### config.mk
export PLATFORM = sky130hd
export DESIGN_NAME = dport_ic
export DESIGN_NICKNAME = d
export VERILOG_FILES = /design/src/logic/dport_cfg_pkg.sv /design/src/logic/dport_proto_pkg.sv /design/src/logic/dport_ic.sv
export VERILOG_INCLUDE_DIRS = /design/src /design/src/logic
export SDC_FILE = /design/constraint.sdc
export NUM_CORES = 1
export LEC_CHECK = 0
export ABC_CLOCK_PERIOD_IN_PS = 3500
export BUFFER_PORTS_ARGS = -buffer_cell sky130_fd_sc_hd__buf_2
export CAP_MARGIN = 20
export CORE_AREA = 2 2 248 250
export CTS_CLUSTER_DIAMETER = 40
export CTS_CLUSTER_SIZE = 8
export DETAILED_ROUTE_END_ITERATION = 6
export DIE_AREA = 0 0 250 252
export PLACE_DENSITY = 0.35
export SETUP_SLACK_MARGIN = 0.4
export SLEW_MARGIN = 20
export SYNTH_ARGS = -nofsm -noshare
export SYNTH_HDL_FRONTEND = slang
export SYNTH_SLANG_ARGS = --single-unit
### constraint.sdc
create_clock -name i_clk -period 3.5 [get_ports i_clk]
set_clock_uncertainty 0.1 [all_clocks]
set_input_delay 0.7 -clock i_clk [delete_from_list [all_inputs] [get_ports i_clk]]
set_output_delay 0.7 -clock i_clk [all_outputs]
set_load 0.1 [all_outputs]
### src/logic/dport_consts.svh
/* Debug port cluster sizing
   Hart count, word width, register map and access latency */

`ifndef DPORT_CONSTS_SVH
`define DPORT_CONSTS_SVH

// Number of harts behind the interconnect
`define DPORT_HART_COUNT 4

// Data and address width of the debug port
`define DPORT_XLEN 64

// General registers per hart, register 0 reads zero
`define DPORT_GPR_COUNT 32

// Read-only status word sits just above the GPRs
`define DPORT_STATUS_ADDR 32

// Accept edge to response valid
`define DPORT_ACCESS_CYCLES 2

`endif

### src/logic/dport_cfg_pkg.sv
/* Sizing types of the debug port cluster */

`default_nettype none

`include "dport_consts.svh"

package dport_cfg_pkg;

    // Index width, at least one bit even for a single hart
    localparam int HART_IDX_W = (`DPORT_HART_COUNT > 1) ? $clog2(`DPORT_HART_COUNT) : 1;

    // Hart select and captured response owner
    typedef logic [HART_IDX_W-1:0] hart_idx_t;

    // One bit per hart
    typedef logic [`DPORT_HART_COUNT-1:0] hart_mask_t;

    // Address, write data and read data
    typedef logic [`DPORT_XLEN-1:0] dport_word_t;

endpackage

`default_nettype wire

### src/logic/dport_proto_pkg.sv
/* Debug request protocol types
   Access type bits, access size and error codes */

`default_nettype none

package dport_proto_pkg;

    // Access type, bit 1 selects a register access
    typedef logic [1:0] dport_type_t;

    localparam int DPORT_TYPE_WRITE_BIT = 0;
    localparam int DPORT_TYPE_REG_BIT   = 1;

    localparam dport_type_t DPORT_TYPE_NOP       = 2'b00;
    localparam dport_type_t DPORT_TYPE_REG_READ  = 2'b10;
    localparam dport_type_t DPORT_TYPE_REG_WRITE = 2'b11;

    // 0..3 for 1, 2, 4, 8 bytes
    typedef logic [2:0] dport_size_t;

    localparam dport_size_t DPORT_SIZE_MAX = 3'd3;

    // Code carried in rdata when resp_error is set
    typedef enum logic [2:0] {
        DPORT_ERR_NONE      = 3'd0,
        DPORT_ERR_RUNNING   = 3'd1,  // Hart not halted
        DPORT_ERR_BAD_ADDR  = 3'd2,
        DPORT_ERR_READ_ONLY = 3'd3,  // Write to status word
        DPORT_ERR_BAD_SIZE  = 3'd4
    } dport_err_t;

endpackage

`default_nettype wire

### src/logic/dport_ic.sv
/* Debug port interconnect
   Fans the request port out to the selected hart, returns the response
   from the hart that accepted the request */

`timescale 1ns/1ps
`default_nettype none

`include "dport_consts.svh"

module dport_ic (
    input  wire logic                          i_clk,
    input  wire logic                          i_nrst,
    // Debug module side
    input  wire dport_cfg_pkg::hart_idx_t      i_hartsel,
    input  wire logic                          i_haltreq,
    input  wire logic                          i_resumereq,
    input  wire logic                          i_resethaltreq,
    input  wire logic                          i_hartreset,
    input  wire logic                          i_req_valid,
    input  wire dport_proto_pkg::dport_type_t  i_req_type,
    input  wire dport_cfg_pkg::dport_word_t    i_addr,
    input  wire dport_cfg_pkg::dport_word_t    i_wdata,
    input  wire dport_proto_pkg::dport_size_t  i_size,
    input  wire logic                          i_resp_ready,
    output logic                               o_req_ready,
    output logic                               o_resp_valid,
    output logic                               o_resp_error,
    output dport_cfg_pkg::dport_word_t         o_rdata,
    // Hart side
    output dport_cfg_pkg::hart_mask_t          o_hart_haltreq,
    output dport_cfg_pkg::hart_mask_t          o_hart_resumereq,
    output dport_cfg_pkg::hart_mask_t          o_hart_resethaltreq,
    output dport_cfg_pkg::hart_mask_t          o_hart_hartreset,
    output dport_cfg_pkg::hart_mask_t          o_hart_req_valid,
    output dport_proto_pkg::dport_type_t       o_hart_req_type,
    output dport_cfg_pkg::dport_word_t         o_hart_addr,
    output dport_cfg_pkg::dport_word_t         o_hart_wdata,
    output dport_proto_pkg::dport_size_t       o_hart_size,
    output logic                               o_hart_resp_ready,
    input  wire dport_cfg_pkg::hart_mask_t     i_hart_req_ready,
    input  wire dport_cfg_pkg::hart_mask_t     i_hart_resp_valid,
    input  wire dport_cfg_pkg::hart_mask_t     i_hart_resp_error,
    input  wire dport_cfg_pkg::dport_word_t    i_hart_rdata [`DPORT_HART_COUNT]
);

    import dport_cfg_pkg::*;

    hart_mask_t sel_mask;     // One-hot of i_hartsel
    hart_idx_t  resp_hart;    // Owner of the outstanding response
    logic       req_accept;

    // Select decode
    always_comb begin
        sel_mask = '0;
        sel_mask[i_hartsel] = 1'b1;
    end

    // Run-control levels reach only the selected hart
    assign o_hart_haltreq      = {`DPORT_HART_COUNT{i_haltreq}} & sel_mask;
    assign o_hart_resumereq    = {`DPORT_HART_COUNT{i_resumereq}} & sel_mask;
    assign o_hart_resethaltreq = {`DPORT_HART_COUNT{i_resethaltreq}} & sel_mask;
    assign o_hart_hartreset    = {`DPORT_HART_COUNT{i_hartreset}} & sel_mask;
    assign o_hart_req_valid    = {`DPORT_HART_COUNT{i_req_valid}} & sel_mask;

    // Request fields are shared, valid does the steering
    assign o_hart_req_type   = i_req_type;
    assign o_hart_addr       = i_addr;
    assign o_hart_wdata      = i_wdata;
    assign o_hart_size       = i_size;
    assign o_hart_resp_ready = i_resp_ready;

    assign o_req_ready = |(i_hart_req_ready & sel_mask);
    assign req_accept  = i_req_valid & o_req_ready;

    // Remember who took the request
    always_ff @(posedge i_clk or negedge i_nrst) begin
        if (!i_nrst) begin
            resp_hart <= '0;
        end else if (req_accept) begin
            resp_hart <= i_hartsel;
        end
    end

    // Response path follows the captured hart, not the live select
    assign o_resp_valid = i_hart_resp_valid[resp_hart];
    assign o_resp_error = i_hart_resp_error[resp_hart];
    assign o_rdata      = i_hart_rdata[resp_hart];

    // Never two harts offered a request at once
    a_single_req_valid: assert property (
        @(posedge i_clk) disable iff (!i_nrst)
        $onehot0(o_hart_req_valid)
    );

endmodule

`default_nettype wire

== After elaboration in Yosys (flattened, before gate mapping) ==
Cells that the tools add are included.

* Muxes and demuxes: 9
* Magnitude comparators: 4
* Bitwise logic cells: 8
* Reduce and logical (&&, ||, !) cells: 2

{| class="wikitable"
|+ Operators by type and width
! kind !! count
|-
| 64-bit binary-select mux with 2-bit select || 1
|-
| 64-bit 2-to-1 mux || 2
|-
| 4-bit AND || 6
|-
| 2-bit by 3-bit less-than comparator with 1-bit output, second input constant || 2
|-
| 1-bit binary-select mux with 2-bit select || 2
|-
| 4-bit OR reduction || 1
|-
| 3-bit >= comparator, second input constant || 1
|-
| 1-bit 2-to-1 mux || 3
|-
| 2-bit NOT with 3-bit output || 1
|-
| 1-bit demux with 2-bit select || 1
|-
| 2-bit by 1-bit >= comparator with 1-bit output, second input constant || 1
|-
| 1-bit AND || 1
|-
| 1-bit logical AND || 1
|}

* Flip-flop bits (word level): 2
* Input bits: 411
* Output and inout bits: 221
* Word-level logic and storage cells: 24

== Logic depth before layout (Yosys ltp) ==
Gate-level depths: netlist of the first run.

* Depth in word-level cells: 7
* Depth in mapped cells: 4
* Depth with buffers taken out: 3

== Least setup slack after synthesis of the first run ==
No wires, ideal clock.

* Path type: input-to-output
* Start: in i_hartsel[1]
* End: out o_req_ready
* Data required time: 2.700 ns
* Stages on the path: 3
* Setup slack: 0.212 ns
* Data arrival time: 2.488 ns
* Path buffers: 1
* Cell sequence: buf_2 -> mux2i_1 -> a21oi_1

* Longest elaborated chain between the ends: 6
* Elaborated cells between the ends (all ways): 7
* Classes of those cells: 2 x order compare; 2 x mux; 1 x bitwise; 2 x reduce/logical

{| class="wikitable"
|+ Ends and longest elaborated chain
! item !! line !! text
|-
| start: declaration || dport_ic.sv:14 || <nowiki>input wire dport_cfg_pkg::hart_idx_t i_hartsel,</nowiki>
|-
| 2-bit by 3-bit less-than comparator with 1-bit output (implied by the code) / 2-bit by 1-bit >= comparator with 1-bit output (equally long branches) || dport_ic.sv:55 || <nowiki>sel_mask[i_hartsel] = 1'b1;</nowiki>
|-
| 1-bit logical AND (implied by the code) || dport_ic.sv:55 ||
|-
| 1-bit 2-to-1 mux (implied by the code) || dport_ic.sv:55 ||
|-
| 1-bit demux with 2-bit select * || dport_ic.sv:55 ||
|-
| 4-bit AND * || dport_ic.sv:72 || <nowiki>assign o_req_ready = |(i_hart_req_ready & sel_mask);</nowiki>
|-
| 4-bit OR reduction * || dport_ic.sv:72 ||
|-
| end: declaration || dport_ic.sv:25 || <nowiki>output logic o_req_ready,</nowiki>
|}

Every way passes the cells marked *; elsewhere a longest branch is shown, timed or not.

== Final worst setup path of the first run ==
* Start: reg resp_hart[0]
* End: out o_rdata[1]

* Longest elaborated chain between the ends: 4

{| class="wikitable"
|+ Ends and longest elaborated chain
! item !! line !! text
|-
| start: declaration || dport_ic.sv:49 || <nowiki>hart_idx_t resp_hart;</nowiki>
|-
| start signal: assignment || dport_ic.sv:80 || <nowiki>resp_hart <= i_hartsel;</nowiki>
|-
| 2-bit NOT with 3-bit output (implied by the code) || dport_ic.sv:87 || <nowiki>assign o_rdata = i_hart_rdata[resp_hart];</nowiki>
|-
| 64-bit binary-select mux with 2-bit select || dport_ic.sv:87 ||
|-
| 64-bit 2-to-1 mux (implied by the code) (2 in a row) || dport_ic.sv:87 ||
|-
| end: declaration || dport_ic.sv:28 || <nowiki>output dport_cfg_pkg::dport_word_t o_rdata,</nowiki>
|}

No other way between the ends. The select of a mux whose other input is x is not followed.

==> run metrics, run 1 <==
final hold vios=0; Fmax achieved=roughly 0.35 GHz; CP endpoint kind=primary output; initial core utilization=4.84%; Power Total=0.00279 W; CP max stage cell=dfrtp_4; setup violators final=0; hold-fix buffer count after cts=0; Die ar.=~63,000 µm²; final std cells w/o fill=between 1,000 and 1,500; Synth Area in Compound Gates=0.774%; first-pass GRT wire length=between 20,000 and 30,000 µm; slowest stage delay, CP=0.65 ns; setup tns final=0 ns; Mapped Avg Cell Area=11.5 µm²; Top Registers=resp_hart x2; largest family of logic cells by synthesized area=multiplexers; max reg flops=2; crit path launch type=flop; Seq/Total Area, Yosys=~1.7%; Clock transition at path regs=0.03 ns; M2 GR Usage=10.1%; Post-Place Worst Slack=about 0.57 ns; GR peak layer=met2; core area=60,100 µm²; period utilization=82.1%; Post-DP HPWL=19,300 µm; Die H=between 200 and 300 µm; Yosys top cell area share=51.1%; type of the worst setup path=flop to primary output; Final Slew Violations=0; filler cell count=7,060; share of synthesized cell area in full adder, half adder and majority cells=0%; fin worst setup slack=0.628 ns; Synth area leader=mux4_2; post-synthesis mux area share=around 52%; Arr. time, crit path=2.07 ns; grt ovf=0; largest net degree at the start of global routing=44; max_slew headroom=61.0%; maximum VDD drop=0.000217 V; Reg with most FFs=resp_hart; register bit total from synthesis=2; root buf cell=clkbuf_16; multi-input gate area in the final layout=1700 µm²; clock buffer depth=2; Worst EP required=2.70 ns; CTS tree=yes; total CTS buffers=3; Worst-Margin Slew=0.589 ns; Clock Latency Late Sink=0.22 ns; RSZ-0062 raised after global routing=false; Residual DRC=0; cell family with most CP delay=flip-flops; Port Buffer Count=363; Area Overhead vs Synth=63.3%; # IOs=approximately 630; nets=889; Routed Antenna Nets=0; WL final=21,700 µm; row count=90; Die X=~250 µm; register area=57.6 µm²; All-Layer GR Usage=6.21%; Pre-antenna DRT Iters=4; setup repair bufs after CTS=1; antenna violations before repair=10; Synth cell types=17; utilization after layout=7.90%; vias in the first global route=3,403; leakage power=2.09 nW; DR vias=approximately 3,300; simple-gate portion of the synthesized area=about 5.5%; CP Max Fanout=17; Buf+Inv Stages, Crit Path=2; M1 GR Usage=6.62%; initial drt markers=~190; cells taking the most area after synthesis=mux4_2 (51%), buf_4 (35%), and2_1 (3.2%); share of post-route cells with drive strength above 1=93.7%; Tmin final=2.87 ns; H-tree levels=1; GRT met3 Usage=3.27%; PostCTS Resize Cnt=0; status=finished, final reports clean; gpl congestion=~0.74; crit path cell chain=buf_4 > mux4_2 > buf_2; MaxCap Viol Count=0; Synth Area in XOR/XNOR=0%; power density cells=a little under 600 nW/µm²; mapped cell area=2910 µm²; Synth Net Count=663; Post-Synthesis Cells=252; Vias per Instance=2.60; CTS sink count=2; WL/cell=about 17 µm; hold crit path type=input pin to asynchronous set/reset pin; Placed Cells=1,254; number of warnings issued by yosys=0
## cells in the mapped netlist (all sizes together)
cell type and number:
mux2 2, nor2b 3, and3 5, mux2i 1
clkbuf 1, dfrtp 2, mux4 66, buf 150
and2 15, a21oi 1, nand2 2, nor2 2
o2bb2ai 2
## where the power goes
group          internal (W)   total, W  switching, W
logic              0.000584    0.00256       0.00197
registers         0.0000307  0.0000560     0.0000252
clock network      0.000145   0.000171     0.0000256
total              0.000760    0.00279       0.00202
## metal layers
| metal | up-vias | part of all wire, % | wire length (µm) |
|---|---|---|---|
| met4 | 4 | 4.6 | 1000 |
| met3 | 50 | 15 | 3190 |
| met1 | 1536 | 34 | 7430 |
| met2 | 418 | 46 | 10100 |
| li1 | 1276 | - | - |
| met5 | - | 0.12 | 27 |
## cells in the final DEF, fill, tap and decap left out
cell type  synthesis  layout
buf_2              5     363
mux4_2            66      66
and2_1            15      15
diode_2            0       6
buf_4            137       6
and3_1             5       5
nor2b_1            3       3
clkbuf_16          0       3
buf_12             4       3
nor2_1             2       2
mux2_2             2       2
nand2_1            2       2
o2bb2ai_1          2       2
dfrtp_4            0       2
mux2i_1            1       1
a21oi_2            0       1
## worst reg2reg max path, cell delays in order (launching register included)
cell,delay [ns]
dfrtp_4,0.47
buf_12,0.18
mux2_2,0.34
## layout make-up
type	count	area share (%)
Sequential cell	2	1.21
Tap cell	782	20.6
Clock buffer	3	1.58
Timing Repair Buffer	372	40.4
Antenna cell	6	0.316
Multi-Input combinational cell	99	35.9
## final timing paths
path	start	end	slack [ns]	cells after the start
max in group asynchronous	i_nrst	resp_hart[1]	3.03	1
hold / removal	i_nrst	resp_hart[0]	0.16	1
setup / recovery	resp_hart[0]	o_rdata[1]	0.63	3
hold reg to reg	resp_hart[1]	resp_hart[1]	0.86	2
min in group i_clk	i_hart_req_ready[1]	resp_hart[0]	0.85	4
setup reg to reg	resp_hart[1]	resp_hart[1]	2.27	2
## cells by family (layout without fill, tap and decap cells)
logic type / after synthesis / in the layout
multiplexers: 69 / 69
AND/OR/NAND/NOR: 27 / 27
flip-flops: 2 / 2
buffers and inverters: 151 / 375
other: 0 / 6
AO/OA/AOI/OAI: 3 / 3
## per-stage QoR
stage | hold WS, ns | area, µm²
2_1_floorplan | 0.304 | 2910
3_3_place_gp | 0.388 | 4640
3_5_place_dp | 0.389 | 4640
4_1_cts | 0.157 | 4740
5_1_grt | 0.157 | 4740
6_report | 0.162 | 4750
(Power assumes the default switching activity.)
==> run 2: changes to the inputs <==
Settings changed: ABC_AREA from default to 1, ABC_CLOCK_PERIOD_IN_PS 3500 to 2880, PLACE_DENSITY 0.35 to 0.36.
Clock period 3.5 ns to 2.88 ns, I/O delays scaled along.
==> run 2 against run 1 <==
Compared with the run above: clock power grew 20%; first-iteration DRC count rose by 17%; largest power group unchanged; clock-buffer cell count did not move; largest cell class unchanged; non-clock buffer count up 10; global-route usage down 0.19 points.
==> run metrics, run 2 <==
Arr. time, crit path=1.85 ns (was 2.07 ns); most frequent cell after synthesis=buf_4 (unchanged); Combinational Power Share=94.8% (was 91.9%); type of the worst setup path=flop to primary output (unchanged); Post-DP HPWL=16,700 µm (was 19,300 µm); CP endpoint kind=primary output (unchanged); Clock Latency Late Sink=0.22 ns (about the same); ANT cells=0 (was 6); H-tree levels=1 (unchanged); root buf cell=clkbuf_16 (unchanged); mapped cell area=3470 µm² (was 2910 µm²); Mapped Avg Cell Area=6.21 µm² (was 11.5 µm²); register bit total from synthesis=2 (unchanged); sequential share of power=1.2% (was 2.0%); cells taking the most area after synthesis=buf_4 (29%), o21ai_0 (16%), nor2_1 (13%) (was mux4_2 (51%), buf_4 (35%), and2_1 (3.2%)); Die ar.=63,000 µm² (unchanged); Routed Antenna Nets=0 (unchanged); Area Overhead vs Synth=88.4% (was 63.3%); leakage power=2.88 nW (was 2.09 nW); status=finished, final reports clean (unchanged); Die H=252 µm (unchanged); hold crit path type=input pin to asynchronous set/reset pin (unchanged); final hold vios=0 (unchanged); Post-Synthesis Cells=559 (was 252); Residual DRC=0 (unchanged); slowest stage delay, CP=0.57 ns (was 0.65 ns); crit path launch type=flop (unchanged); initial core utilization=5.77% (was 4.84%); setup tns final=0 ns (unchanged); Final Slew Violations=0 (unchanged); Reg with most FFs=resp_hart (unchanged); Fmax achieved=a little under 0.4 GHz; Clock transition at path regs=0.03 ns (about the same); Die X=250 µm (unchanged); clock share of power=3.9% (was 6.1%); WL final=22,000 µm (was 21,700 µm); antenna violations before repair=2 (was 10); Pre-antenna DRT Iters=4 (unchanged); clock buffer depth=2 (unchanged); most frequent cells in the layout=buf_2 (297), nor2_1 (104), o21ai_0 (100) (was buf_2 (363), mux4_2 (66), and2_1 (15)); Synth area leader=buf_4 (was mux4_2); max_slew headroom=67.5% (was 61.0%); crit path cell chain=buf_16 > o21ai_1 > o22ai_2 > buf_12 (was buf_4 > mux4_2 > buf_2); CTS tree=yes (unchanged); core area=60,100 µm² (unchanged); Tmin final=2.52 ns; Post-synth EDFFs=0 (unchanged); Yosys top cell area share=29.2% (was 51.1%); cell family with most CP delay=compound AO/OA/AOI/OAI gates (was flip-flops); Top Registers=resp_hart x2 (unchanged); CP Max Fanout=45 (was 17); CP max stage cell=dfrtp_4 (unchanged); DR vias=4,766 (was 3,284); share of post-route cells with drive strength above 1=65.8% (was 93.7%); All-Layer GR Usage=6.02% (was 6.21%); commonest non-fill, non-tap cell in the layout=buf_2 (unchanged); Buf+Inv Stages, Crit Path=2 (unchanged); Net Sw Power=0.00334 W (was 0.00202 W); Worst-Margin Slew=0.491 ns (was 0.589 ns); total CTS buffers=3 (unchanged); period utilization=87.6%; maximum VDD drop=0.000388 V (was 0.000217 V); Int Power=0.00187 W (was 0.000760 W); hold-fix buffer count after cts=0 (unchanged); Vias per Instance=3.08 (was 2.60); WL/cell=14.2 µm (was 17.2 µm); row count=90 (unchanged); Port Buffer Count=363 (unchanged); first-pass GRT wire length=29,200 µm (was 26,800 µm); Sw Share=64.1% (was 72.7%); setup violators final=0 (unchanged); initial drt markers=218 (was 186); gpl congestion=0.843 (was 0.741); Worst EP required=2.20 ns (was 2.70 ns); Seq/Total Area, Yosys=1.44% (was 1.72%); Commonest cells post-synth=buf_4 (135), nor2_1 (117), o21ai_0 (113) (was buf_4 (137), mux4_2 (66), and2_1 (15)); MaxCap Viol Count=0 (unchanged); top_reg_cell synth=dfrtp_1 (unchanged); largest net degree at the start of global routing=90 (was 44); filler cell count=7,076 (was 7,060); max reg flops=2 (unchanged); Synth Net Count=970 (was 663); Synth async-reset ratio=100% (unchanged); power density cells=797 nW/µm² (was 586 nW/µm²); vias in the first global route=4,946 (was 3,403); RSZ-0062 raised after global routing=true (was false); nets=1,180 (was 889); Synth cell types=21 (was 17); Power Total=0.00521 W (was 0.00279 W); CTS sink count=2 (unchanged); # IOs=632 (unchanged); number of warnings issued by yosys=0 (unchanged); grt ovf=0 (unchanged)
-- run 2: cell count changes in the layout (fill, tap and decap cells not counted), moves of 5 or more --
cell,previous run,this run
and2_1,15,0
and3_1,5,0
buf_12,3,69
buf_2,363,297
diode_2,6,0
inv_1,0,9
mux4_2,66,0
nand2_1,2,11
nand3_1,0,5
nor2_1,2,104
nor2_2,0,49
o21ai_0,0,100
o21ai_1,0,33
o22ai_2,0,66
-- run 2: final timing paths --
path	startpoint	to	slack, ns	cells past startpoint
min reg2reg	resp_hart[1]	resp_hart[1]	0.94	3
min	i_nrst	resp_hart[1]	0.05	1
max reg2reg	resp_hart[0]	resp_hart[0]	1.58	4
max in group asynchronous	i_nrst	resp_hart[0]	2.52	1
max	resp_hart[0]	o_rdata[31]	0.36	4
min in group i_clk	i_req_valid	resp_hart[1]	0.57	3
-- run 2: layout make-up --
cell class / count / area [µm²] / share of cell area, %
multi-input combinational: 368 / 2250 / 34.5
timing repair buffer: 382 / 3110 / 47.5
inverter: 12 / 71.3 / 1.09
tap: 782 / 978 / 15.0
clock buffer: 3 / 75.1 / 1.15
sequential: 2 / 57.6 / 0.880
-- run 2: cell families (layout without fill, tap and decap cells) --
kind of cell	Yosys count	in the layout	share of synthesized area, %
compound gates	199	199	37.2
buf+inv	189	397	40.3
simple gates	169	169	21.0
flops	2	2	1.44
-- run 2: power groups by stage --
| stage | registers (W) | logic (W) | clock network, W |
|---|---|---|---|
| 6_report | 0.0000641 | 0.00494 | 0.000206 |
| 3_5_place_dp | 0.0000640 | 0.00483 | 0 |
| 3_3_place_gp | 0.0000625 | 0.00481 | 0 |
| 5_1_grt | 0.0000686 | 0.00514 | 0.000215 |
| 2_1_floorplan | 0.0000384 | 0.00402 | 0 |
| 4_1_cts | 0.0000610 | 0.00491 | 0.000211 |
-- run 2: per-stage QoR --
step | instances | util, % | cell area, µm² | hold slack [ns] | setup WS (ns)
after CTS | 1546 | 10.7 | 6460 | 0.0485 | 0.304
after global routing | 1549 | 10.9 | 6540 | 0.0484 | 0.359
after global placement | 1541 | 10.5 | 6310 | 0.275 | 0.395
after floorplan | 559 | - | 3700 | 0.180 | 0.166
final | 1549 | 10.9 | 6540 | 0.0457 | 0.359
after detailed placement | 1541 | 10.5 | 6310 | 0.278 | 0.365
-- run 2: repair_timing --
action,CTS,global route
cloned,1,2
pin swaps,2,1
buffers inserted,1,1
endpoints found under the hold margin,0,0
setup endpoints to repair,62,57
resized for setup,8,16
-- run 2: per-layer routing --
layer	up-vias	share of wire [%]	global-route usage, %
met4	4	5.8	3.52
met3	72	9.7	2.05
met2	347	48	11.0
met5	-	0.26	0.541
met1	2158	36	5.91
li1	2185	-	-
==> run 3: changes to the inputs <==
--- a/config.mk
+++ b/config.mk
@@ -17,2 +17,3 @@
 export DIE_AREA = 0 0 250 252
+export MAX_ROUTING_LAYER = met4
 export PLACE_DENSITY = 0.36
==> constraint.sdc (replaced) <==
create_clock -name i_clk -period 2.88 [get_ports i_clk]
set_clock_uncertainty 0.1 [all_clocks]
set_input_delay 0.432 -clock i_clk [delete_from_list [all_inputs] [get_ports i_clk]]
set_output_delay 0.432 -clock i_clk [all_outputs]
set_load 0.1 [all_outputs]
==> run 3 against run 2 <==
Compared with the run above: clock power barely moved; flip-flop and latch count did not move; sequential share of layout area barely moved.
==> run metrics, run 3 (synthesis gave the netlist of run 2 again) <==
H-tree levels=1 (unchanged); Die X=250 µm (unchanged); crit path launch type=flop (unchanged); row count=90 (unchanged); clock share of power=4.1% (was 3.9%); Clock Latency Late Sink=0.22 ns (about the same); Fmax achieved=0.425 GHz (was 0.397 GHz); share of post-route cells with drive strength above 1=63.9% (was 65.8%); Die ar.=63,000 µm² (unchanged); grt ovf=0 (unchanged); max reg flops=2 (unchanged); nets=1,177 (was 1,180); setup tns final=0 ns (unchanged); antenna violations before repair=3 (was 2); Sw Share=64.2% (was 64.1%); CP endpoint kind=primary output (unchanged); root buf cell=clkbuf_16 (unchanged); leakage power=2.84 nW (was 2.88 nW); Top Registers=resp_hart x2 (unchanged); total CTS buffers=3 (unchanged); Die H=252 µm (unchanged); setup violators final=0 (unchanged); Pre-antenna DRT Iters=6 (was 4); initial drt markers=284 (was 218); Combinational Power Share=94.7% (was 94.8%); Port Buffer Count=363 (unchanged); Residual DRC=0 (unchanged); Routed Antenna Nets=0 (unchanged); gpl congestion=0.809 (was 0.843); type of the worst setup path=flop to primary output (unchanged); RSZ-0062 raised after global routing=false (was true); Int Power=0.00182 W (was 0.00187 W); most frequent cells in the layout=buf_2 (297), nor2_1 (117), o21ai_0 (112) (was buf_2 (297), nor2_1 (104), o21ai_0 (100)); CTS sink count=2 (unchanged); max_slew headroom=67.3% (was 67.5%); commonest non-fill, non-tap cell in the layout=buf_2 (unchanged); DR vias=4,696 (was 4,766); All-Layer GR Usage=6.15% (was 6.02%); crit path cell chain=buf_4 > o21ai_0 > o22ai_2 > buf_12 (was buf_16 > o21ai_1 > o22ai_2 > buf_12); clock buffer depth=2 (unchanged); Area Overhead vs Synth=84.5% (was 88.4%); Buf+Inv Stages, Crit Path=2 (unchanged); Placed Cells=1,539 (was 1,541); final hold vios=0 (unchanged); status=finished, final reports clean (unchanged); CP Max Fanout=22 (was 45); power density cells=792 nW/µm² (was 797 nW/µm²); Net Sw Power=0.00326 W (was 0.00334 W); sequential share of power=1.3% (was 1.2%); Reg with most FFs=resp_hart (unchanged); Tmin final=2.35 ns (was 2.52 ns); Vias per Instance=3.03 (was 3.08); maximum VDD drop=0.000252 V (was 0.000388 V); WL final=20,900 µm (was 22,000 µm); Final Slew Violations=0 (unchanged); initial core utilization=5.77% (unchanged); # IOs=632 (unchanged); vias in the first global route=4,710 (was 4,946); MaxCap Viol Count=0 (unchanged); WL/cell=13.5 µm (was 14.2 µm); first-pass GRT wire length=28,900 µm (was 29,200 µm); core area=60,100 µm² (unchanged); hold crit path type=input pin to asynchronous set/reset pin (unchanged); CP max stage cell=dfrtp_4 (unchanged); Arr. time, crit path=1.82 ns (was 1.85 ns); period utilization=81.6% (was 87.6%); Worst-Margin Slew=0.494 ns (was 0.491 ns); final std cells w/o fill=1,548 (was 1,549); cell family with most CP delay=flip-flops (was compound AO/OA/AOI/OAI gates); Worst EP required=2.35 ns (was 2.20 ns); CTS tree=yes (unchanged); largest net degree at the start of global routing=64 (was 90); Clock transition at path regs=0.03 ns (about the same); slowest stage delay, CP=0.55 ns (was 0.57 ns); Post-DP HPWL=16,900 µm (was 16,700 µm)
-- run 3: cell types whose count changed in the layout (fill, tap and decap cells not counted), moves of 2 or more --
cell	change
buf_16	-2
diode_2	+2
nor2_1	+13
nor2_2	-13
o21ai_0	+12
o21ai_1	-12
-- run 3: path summary, 6_finish.rpt --
path | from | end | slack [ns] | cells past startpoint
setup / recovery | resp_hart[1] | o_rdata[47] | 0.53 | 4
hold / removal | i_nrst | resp_hart[1] | 0.43 | 2
setup reg to reg | resp_hart[1] | resp_hart[1] | 1.68 | 3
hold reg to reg | resp_hart[0] | resp_hart[0] | 0.74 | 3
max in group asynchronous | i_nrst | resp_hart[0] | 2.13 | 2
min in group i_clk | i_hartsel[1] | resp_hart[1] | 0.44 | 3
-- run 3: per-layer routing --
layer	routed length [µm]	global-route usage [%]	vias up	share of wire [%]
met1	6900	5.63	2092	33
met4	841	2.75	0	4.0
li1	-	-	2178	-
met5	0	-	-	0
met2	10800	11.4	366	52
met3	2340	2.18	60	11
-- run 3: final cells by class --
cell class | instances | area (µm²)
clock buffer | 3 | 75.1
fill | 7021 | 53700
inverter | 12 | 50.0
sequential | 2 | 57.6
antenna | 2 | 5.00
timing repair buffer | 379 | 3020
multi-input combinational | 368 | 2220
tap | 782 | 978
-- run 3: stage by stage --
stage          power, W  setup WS [ns]  hold WS [ns]  utilization, %  cell area [µm²]
3_5_place_dp    0.00486          0.562         0.125            10.4             6250
2_1_floorplan   0.00406          0.454        0.0364               -             3670
5_1_grt         0.00527          0.403         0.449            10.7             6400
3_3_place_gp    0.00485          0.555         0.124            10.4             6250
6_report        0.00507          0.530         0.434            10.7             6400
4_1_cts         0.00513          0.425         0.431            10.6             6380
-- run 3: power groups by stage --
stage	logic [W]	registers, W	clock network (W)
CTS	0.00484	0.0000775	0.000211
finish	0.00480	0.0000644	0.000206
global placement	0.00477	0.0000749	0
global route	0.00499	0.0000700	0.000215
floorplan	0.00402	0.0000384	0
detailed placement	0.00479	0.0000763	0
-- run 3: repair_timing --
item / in CTS / in global routing
setup endpoints to repair: 14 / 7
hold endpoints to repair: 2 / 0
pin swaps: 0 / 0
gates cloned: 1 / 0
resized for setup: 3 / 1
hold buffers: 1 / 0
setup buffers: 0 / 2
